File: config.mk
export PLATFORM = sky130hd
export DESIGN_NAME = div_alu
export DESIGN_NICKNAME = d
export VERILOG_FILES = /design/src/div_pkg.sv /design/src/div_iter_core.sv /design/src/div_signed_path.sv /design/src/div_issue_merge.sv /design/src/div_alu.sv
export SDC_FILE = /design/constraint.sdc
export NUM_CORES = 1
export LEC_CHECK = 0
export BUFFER_PORTS_ARGS = -buffer_cell sky130_fd_sc_hd__clkbuf_2
export CORE_ASPECT_RATIO = 0.8
export CORE_MARGIN = 5
export CORE_UTILIZATION = 50
export CTS_BUF_LIST = sky130_fd_sc_hd__clkbuf_4
export DETAILED_ROUTE_END_ITERATION = 10
export GPL_ROUTABILITY_DRIVEN = 0
export PLACE_DENSITY_LB_ADDON = 0.05
export SYNTH_ARGS = -nofsm -noshare
export SYNTH_HDL_FRONTEND = slang
export SYNTH_HIERARCHICAL = 1
export SYNTH_SLANG_ARGS = --single-unit
File: constraint.sdc
create_clock -name clk -period 5.3 [get_ports clk]
set_input_delay 0.53 -clock clk [delete_from_list [all_inputs] [get_ports clk]]
set_output_delay 0.53 -clock clk [all_outputs]
set_load 0.1 [all_outputs]
File: src/div_pkg.sv
`default_nettype none

package div_pkg;

    localparam int DATA_W = 32;     // operand width
    localparam int STEP_W = 6;      // iteration counter width

    // operation select carried with each request
    typedef enum logic {
        DIV_UNSIGNED = 1'b0,
        DIV_SIGNED   = 1'b1
    } div_op_e;

    typedef enum logic [1:0] {
        CORE_IDLE = 2'd0,           // waiting for start
        CORE_RUN  = 2'd1,           // shift-subtract steps
        CORE_DONE = 2'd2            // result valid, one cycle
    } core_state_e;

    typedef struct packed {
        div_op_e           op;
        logic [DATA_W-1:0] dividend;
        logic [DATA_W-1:0] divisor;
    } div_req_t;

    typedef struct packed {
        logic [DATA_W-1:0] quotient;
        logic [DATA_W-1:0] remainder;
        logic              div_by_zero;
    } div_rsp_t;

endpackage

`default_nettype wire

File: src/div_iter_core.sv
`timescale 1ns/1ps
`default_nettype none

module div_iter_core import div_pkg::*; (
    input  wire logic              clk,
    input  wire logic              arst_n,

    input  wire logic              start,       // load pulse, sampled in idle only
    input  wire logic [DATA_W-1:0] dividend,
    input  wire logic [DATA_W-1:0] divisor,

    output logic [DATA_W-1:0]      quotient,
    output logic [DATA_W-1:0]      remainder,
    output logic                   div_by_zero,
    output logic                   core_done    // high for the one CORE_DONE cycle
);

    core_state_e       state;
    logic [STEP_W-1:0] step;

    logic [DATA_W-1:0] quo_q;       // dividend bits shift out, quotient bits shift in
    logic [DATA_W-1:0] rem_q;       // partial remainder
    logic [DATA_W-1:0] dvs_q;
    logic              dbz_q;

    logic [DATA_W:0]   shifted;
    logic [DATA_W:0]   trial;
    logic              fits;
    logic              load;

    assign load = (state == CORE_IDLE) && start;

    // one restoring step: bring down the next dividend bit and try a subtract
    assign shifted = {rem_q, quo_q[DATA_W-1]};
    assign trial   = shifted - {1'b0, dvs_q};
    assign fits    = ~trial[DATA_W];    // no borrow, divisor goes in

    always_ff @(posedge clk or negedge arst_n) begin
        if (!arst_n) begin
            state <= CORE_IDLE;
            step  <= '0;
        end else begin
            case (state)
                CORE_IDLE: begin
                    if (start) begin
                        state <= CORE_RUN;
                        step  <= '0;
                    end
                end
                CORE_RUN: begin
                    step <= step + 1'b1;
                    if (step == STEP_W'(DATA_W - 1)) begin
                        state <= CORE_DONE;     // 32nd step taken
                    end
                end
                CORE_DONE: begin
                    state <= CORE_IDLE;
                end
                default: begin
                    state <= CORE_IDLE;
                end
            endcase
        end
    end

    // datapath, loaded on start and stepped while running
    always_ff @(posedge clk) begin
        if (load) begin
            quo_q <= dividend;
            rem_q <= '0;
            dvs_q <= divisor;
            dbz_q <= (divisor == '0);
        end else if (state == CORE_RUN) begin
            quo_q <= {quo_q[DATA_W-2:0], fits};
            rem_q <= fits ? trial[DATA_W-1:0] : shifted[DATA_W-1:0];
        end
    end

    // with a zero divisor every step fits, so the quotient ends as all ones
    // and the remainder collects the whole dividend
    assign quotient    = quo_q;
    assign remainder   = rem_q;
    assign div_by_zero = dbz_q;
    assign core_done   = (state == CORE_DONE);

endmodule

`default_nettype wire

File: src/div_signed_path.sv
`timescale 1ns/1ps
`default_nettype none

module div_signed_path import div_pkg::*; (
    input  wire logic     clk,
    input  wire logic     arst_n,

    input  wire logic     start,
    input  wire div_req_t operands,

    output div_rsp_t      rsp,
    output logic          path_done
);

    logic [DATA_W-1:0] mag_dividend;
    logic [DATA_W-1:0] mag_divisor;
    logic [DATA_W-1:0] mag_quotient;
    logic [DATA_W-1:0] mag_remainder;
    logic              core_dbz;

    logic              neg_quotient;    // operand signs differ
    logic              neg_remainder;   // remainder follows dividend sign
    logic [DATA_W-1:0] dividend_q;      // original dividend for the zero-divisor result

    // magnitudes; 0x80000000 maps to itself, which is the right unsigned value
    assign mag_dividend = operands.dividend[DATA_W-1] ? -operands.dividend
                                                      : operands.dividend;
    assign mag_divisor  = operands.divisor[DATA_W-1] ? -operands.divisor
                                                     : operands.divisor;

    // sign info captured on the same edge the core loads
    always_ff @(posedge clk) begin
        if (start) begin
            neg_quotient  <= operands.dividend[DATA_W-1] ^ operands.divisor[DATA_W-1];
            neg_remainder <= operands.dividend[DATA_W-1];
            dividend_q    <= operands.dividend;
        end
    end

    div_iter_core i_core (
        .clk         (clk),
        .arst_n      (arst_n),
        .start       (start),
        .dividend    (mag_dividend),
        .divisor     (mag_divisor),
        .quotient    (mag_quotient),
        .remainder   (mag_remainder),
        .div_by_zero (core_dbz),
        .core_done   (path_done)
    );

    // sign restore on the core output, adds no cycle
    always_comb begin
        rsp.div_by_zero = core_dbz;
        if (core_dbz) begin
            rsp.quotient  = '1;             // riscv: all ones
            rsp.remainder = dividend_q;
        end else begin
            rsp.quotient  = neg_quotient ? -mag_quotient : mag_quotient;
            rsp.remainder = neg_remainder ? -mag_remainder : mag_remainder;
        end
    end

endmodule

`default_nettype wire

File: src/div_issue_merge.sv
`timescale 1ns/1ps
`default_nettype none

module div_issue_merge import div_pkg::*; (
    input  wire logic     clk,
    input  wire logic     arst_n,

    input  wire logic     start,
    input  wire div_req_t req,

    output div_req_t      operands,         // held for both paths
    output logic          start_unsigned,
    output logic          start_signed,

    input  wire div_rsp_t rsp_unsigned,
    input  wire logic     done_unsigned,
    input  wire div_rsp_t rsp_signed,
    input  wire logic     done_signed,

    output div_rsp_t      rsp,
    output logic          done,
    output logic          busy
);

    logic accept;
    logic path_done;

    assign accept    = start & ~busy;               // starts while busy are dropped
    assign path_done = done_unsigned | done_signed;

    always_ff @(posedge clk or negedge arst_n) begin
        if (!arst_n) begin
            busy           <= 1'b0;
            start_unsigned <= 1'b0;
            start_signed   <= 1'b0;
            done           <= 1'b0;
            rsp            <= '0;
        end else begin
            start_unsigned <= accept && (req.op == DIV_UNSIGNED);
            start_signed   <= accept && (req.op == DIV_SIGNED);
            done           <= path_done;            // one-cycle pulse

            if (accept) begin
                busy <= 1'b1;
            end else if (path_done) begin
                busy <= 1'b0;                       // drops with done
            end

            // only one path runs at a time, signed wins if both ever fire
            if (path_done) begin
                rsp <= done_signed ? rsp_signed : rsp_unsigned;
            end
        end
    end

    always_ff @(posedge clk) begin
        if (accept) begin
            operands <= req;
        end
    end

endmodule

`default_nettype wire

File: src/div_alu.sv
`timescale 1ns/1ps
`default_nettype none

module div_alu import div_pkg::*; (
    input  wire logic     clk,
    input  wire logic     arst_n,

    input  wire logic     start,
    input  wire div_req_t req,

    output div_rsp_t      rsp,
    output logic          done,
    output logic          busy
);

    div_req_t operands;
    logic     start_unsigned;
    logic     start_signed;

    div_rsp_t rsp_unsigned;
    div_rsp_t rsp_signed;
    logic     done_unsigned;
    logic     done_signed;

    logic [DATA_W-1:0] uns_quotient;
    logic [DATA_W-1:0] uns_remainder;
    logic              uns_dbz;

    div_issue_merge i_issue_merge (
        .clk            (clk),
        .arst_n         (arst_n),
        .start          (start),
        .req            (req),
        .operands       (operands),
        .start_unsigned (start_unsigned),
        .start_signed   (start_signed),
        .rsp_unsigned   (rsp_unsigned),
        .done_unsigned  (done_unsigned),
        .rsp_signed     (rsp_signed),
        .done_signed    (done_signed),
        .rsp            (rsp),
        .done           (done),
        .busy           (busy)
    );

    // unsigned path is the bare core
    div_iter_core i_unsigned_core (
        .clk         (clk),
        .arst_n      (arst_n),
        .start       (start_unsigned),
        .dividend    (operands.dividend),
        .divisor     (operands.divisor),
        .quotient    (uns_quotient),
        .remainder   (uns_remainder),
        .div_by_zero (uns_dbz),
        .core_done   (done_unsigned)
    );

    assign rsp_unsigned = '{quotient: uns_quotient, remainder: uns_remainder,
                            div_by_zero: uns_dbz};

    div_signed_path i_signed_path (
        .clk       (clk),
        .arst_n    (arst_n),
        .start     (start_signed),
        .operands  (operands),
        .rsp       (rsp_signed),
        .path_done (done_signed)
    );

endmodule

`default_nettype wire

## Yosys cells after proc, flatten, opt, wreduce, memory -nomap -nowiden

Cells that the tools add are included.
Widths: inputs -> output; s select.

- Add/sub/neg operators: 8
- Eq/ne operators: 10
- Mux-type cells: 24
- Bitwise operators: 7
- Reductions and logical operators: 17

Operators with widths:

| cell | count |
|---|---|
| $mux 32 | 10 |
| $neg 32->32 | 4 |
| $sub 33x32->33 | 2 |
| $mux 65 | 1 |
| $logic_not 32->1 | 2 |
| $mux 64 | 1 |
| $pmux 6 s2 | 2 |
| $add 6x1->6 const B | 2 |
| $eq 6x5->1 const B | 2 |
| $mux 6 | 2 |
| $reduce_bool 2->1 | 5 |
| $mux 2 | 4 |
| $pmux 2 s2 | 2 |
| $reduce_and 2->1 | 4 |
| $ne 2x2->1 const B | 3 |
| $eq 2x1->1 const B | 2 |
| $eq 2x2->1 const B | 2 |
| $logic_and 1x1->1 | 4 |
| $logic_not 2->1 | 2 |
| $not 1->1 | 4 |
| $mux 1 | 2 |
| $ne 2x1->1 const B | 1 |
| $and 1x1->1 | 1 |
| $or 1x1->1 | 1 |
| $xor 1x1->1 | 1 |

- Register bits: 377
- Logic and storage cells: 90

## Depth between registers and ports, before layout

- Depth in word-level cells: 4
- Depth in mapped cells: 13

## Hierarchy

Netlist, hierarchy kept.

Modules (own cells, without submodules):

| module | times used | cells an instance | area an instance (um2) |
|---|---|---|---|
| div_iter_core | 2 | 675 | 6090.8 |
| div_issue_merge | 1 | 357 | 5136.2 |
| div_signed_path | 1 | 513 | 4159.0 |

## Worst setup path before layout

Ideal clock, no wire load.

- Kind: register to register
- Start: register i_issue_merge.busy
- End: register, netlist name i_issue_merge/operands[0]
- Arrival: 3.841 ns
- Path slack: 0.961 ns
- Cell stages (with the launch flop): 2
- Buffers on the path: 0
- Clock period less this slack: 4.339 ns
- Path through: dfrtp_1 nor2b_1

- Word-level cells in the longest chain between the ends: 2

Ends and longest elaborated chain:

| element | line | RTL |
|---|---|---|
| start, declared | div_issue_merge.sv:22 | `output logic busy` |
| start signal, assigned | div_issue_merge.sv:33 | `busy <= 1'b0;` |
| start signal, assigned | div_issue_merge.sv:44 | `busy <= 1'b1;` |
| start signal, assigned | div_issue_merge.sv:46 | `busy <= 1'b0;` |
| $not 1->1 | div_issue_merge.sv:28 | `assign accept = start & ~busy;` |
| $and 1x1->1 | div_issue_merge.sv:28 |  |
| net i_issue_merge.accept | div_issue_merge.sv:25 | `logic accept;` |

The timed path passes the listed nets, and every way through them passes these cells.
A chain may end at the register's enable or synchronous reset.

## Worst setup path after layout

- Start: register i_signed_path.i_core.rem_q[4] (netlist: i_signed_path/i_core/remainder[4])
- End: register i_signed_path.i_core.rem_q[21] (netlist: i_signed_path/i_core/remainder[21])

- Word-level cells in the longest chain between the ends: 2

Ends and longest elaborated chain:

| element | line | RTL |
|---|---|---|
| start, declared | div_iter_core.sv:22 | `logic [DATA_W-1:0] rem_q;` |
| start signal, assigned | div_iter_core.sv:75 | `rem_q <= fits ? trial[DATA_W-1:0] : shifted[DATA_W-1:0];` |
| $sub 33x32->33 | div_iter_core.sv:35 | `assign trial = shifted - {1'b0, dvs_q};` |
| $mux 32 | div_iter_core.sv:75 |  |

Every way passes these cells.

==> impl_metrics.env <==
export IMPL_drtAntennaViolNets=0
export IMPL_r2r_end="i_signed_path/i_core/remainder[21]"
export IMPL_syn_nets=2359
export IMPL_grt_pass1_vias=17500
export IMPL_wl_per_cell_um=21.5
export IMPL_grt_first_pass_wirelength_mm=102
export IMPL_worst_path_buf_inv=0
export IMPL_worstPathCellList="ha_1 -> a21o_1 -> or2_2 -> o21ai_0 -> a211oi_2 -> o31a_4 -> xor2_2 -> nand2_1 -> nor2_1 -> nor3_1"
export IMPL_drcViolationCount=0
export IMPL_fill_cells=3739
export IMPL_grt_start_max_net_pins=109
export IMPL_antenna_found_initial=5
export IMPL_slowest_delay_ns=0.74
export IMPL_critical_path_class="flop to flop"
export IMPL_finalSetupViolCount=0
export IMPL_dieWidth_um=242
export IMPL_start_util=0.509
export IMPL_first_iter_violations=2078
export IMPL_hold_path_class="primary input to async pin"
export IMPL_rrSetupSlack_ns=1.32
export IMPL_dpl_hpwl_mm=45.8
export IMPL_fin_crit_sh=0.751
export IMPL_fmax_mhz=251
export IMPL_fin_skew_ns=0.0532
export IMPL_die_area_mm2=0.0472
export IMPL_slew_limit_headroom=0.174
export IMPL_track_usage=0.273
export IMPL_min_period_ns=3.98
export IMPL_area_growth_synth_to_final_pct=13.7
export IMPL_ctsResizeCount=0
export IMPL_syn_area_mm2=0.0214
export IMPL_finalWirelength_mm=66.0
export IMPL_port_buffers=134
export IMPL_power_total_mw=12.3
export IMPL_crit_family="compound AO/OA/AOI/OAI gates"
export IMPL_row_count=67
export IMPL_tightest_slew_ns=1.24
export IMPL_crit_fanout=22
export IMPL_hold_viol=0
export IMPL_dr_pass1_iters=6
export IMPL_rsz0062_at_grt="no"
export IMPL_vias=18200
export IMPL_cts_sinks=376
export IMPL_yosys_warnings=6
export IMPL_nets=2574
export IMPL_vias_per_cell=5.93
export IMPL_core_area_mm2=0.0422
export IMPL_arrival_ns=4.70
export IMPL_crit_path_start_kind="flop"
export IMPL_grt_use_met1=0.399
export IMPL_worst_r2r_cell_count=10
export IMPL_io_pins=135
export IMPL_cts_tree="built"
export IMPL_worstSkewPairLatency_ns=0.85
export IMPL_cts_root_buf="clkbuf_4"
export IMPL_met2_usage=0.404
export IMPL_critPathRequiredTime_ns=6.02
export IMPL_gr_total_overflow=0
export IMPL_busiest_layer="met2"
export IMPL_netlist_instances=2219
export IMPL_clk_pin_slew_ns=0.07
export IMPL_cts_buffers=99
export IMPL_cts_buffer_depth=3
export IMPL_powerDensity_mw_per_mm2=505
export IMPL_ir_drop_v=0.000499
export IMPL_slew_violations=0
export IMPL_die_h_um=195
export IMPL_maxCapViolCount=0
export IMPL_met3_usage=0.0753
export IMPL_p_leak_nw=9.94
export IMPL_status="complete, no violations"
export IMPL_r2r_start="i_signed_path/i_core/remainder[4]"
export IMPL_critPathSlowestCell="xor2_2"
export IMPL_cts_max_level=3
export IMPL_totalNegativeSetupSlack_ns=0
export IMPL_endpoint_kind="flop"
export IMPL_layout_drive_gt1_share=0.148
export IMPL_postSynthAreaPerCell_um2=9.67
[worst max path at each step]
stage,start,to,slack [ns],depth (start not counted)
floorplan,i_issue_merge/busy,i_issue_merge/operands[0],1.01,1
detailed placement,i_signed_path/i_core/remainder[4],i_signed_path/i_core/remainder[21],1.43,10
global placement,i_signed_path/i_core/remainder[4],i_signed_path/i_core/remainder[21],1.50,10
finish,i_signed_path/i_core/remainder[4],i_signed_path/i_core/remainder[21],1.32,10
global route,i_signed_path/i_core/quotient[31],i_signed_path/i_core/remainder[21],1.13,12
CTS,i_signed_path/i_core/remainder[4],i_signed_path/i_core/remainder[21],1.44,10
[flip-flops by register name, indices dropped and copies added (netlist names), 2 cells and up]
| signal | cells |
|---|---|
| i_signed_path/i_core/step | 6 |
| i_unsigned_core/state | 2 |
| i_signed_path/dividend_q | 31 |
| i_unsigned_core/dvs_q | 32 |
| i_issue_merge/operands | 64 |
| i_unsigned_core/remainder | 32 |
| i_unsigned_core/quotient | 32 |
| i_signed_path/i_core/quotient | 32 |
| i_signed_path/i_core/state | 2 |
| i_unsigned_core/step | 6 |
| i_signed_path/i_core/remainder | 32 |
| i_issue_merge/rsp | 65 |
| i_signed_path/i_core/dvs_q | 32 |
[power by group]
| part | switching, mW | internal (mW) |
|---|---|---|
| registers | 0.827 | 3.86 |
| clock network | 1.26 | 1.34 |
| logic | 3.01 | 2.03 |
[through the flow]
step	hold slack, ns	instances	worst slack [ns]	cell area [um2]	util
global placement	0.470	2819	1.50	22400	0.532
CTS	0.172	3072	1.44	24400	0.578
global route	0.228	3074	1.13	24400	0.578
floorplan	0.234	2219	1.01	21400	-
finish	0.257	3074	1.32	24400	0.578
detailed placement	0.478	2819	1.43	22400	0.532
[placed cells by master (no fill, tap or decap), drive strengths merged, types with 64 or more instances in the layout]
master         n
nand2        423
dfxtp         64
o21ai        241
a21oi        131
xnor2         87
nor2          69
clkbuf       289
edfxtp       227
ha            70
dfrtp         85
mux2i         75
dlygate4sd3   66
inv           95
xor2          85
[routing by layer]
metal  vias to the layer above  routed length (um)
met3                       115                6150
met4                         4                1500
met2                       814               28300
li1                       8500                   -
met5                         -                  33
met1                      8806               30100
[area by class of cell]
cell class,instances,area (um2),share of cell area
flip-flops and latches,376,10200,0.419
well taps,552,691,0.0283
diodes,2,5.00,0.000205
inverters,93,349,0.0143
clock buffers,156,1170,0.0480
repair buffers,218,1490,0.0613
multi-input cells,1646,10300,0.423
clock inverters,31,128,0.00523
[what timing repair did]
| item | in CTS | in global routing |
|---|---|---|
| setup endpoints to repair | 0 | 0 |
| hold buffers | 66 | 0 |
| hold endpoints to repair | 106 | 0 |
| setup buffers | 0 | 0 |
(Power assumes the default switching activity.)
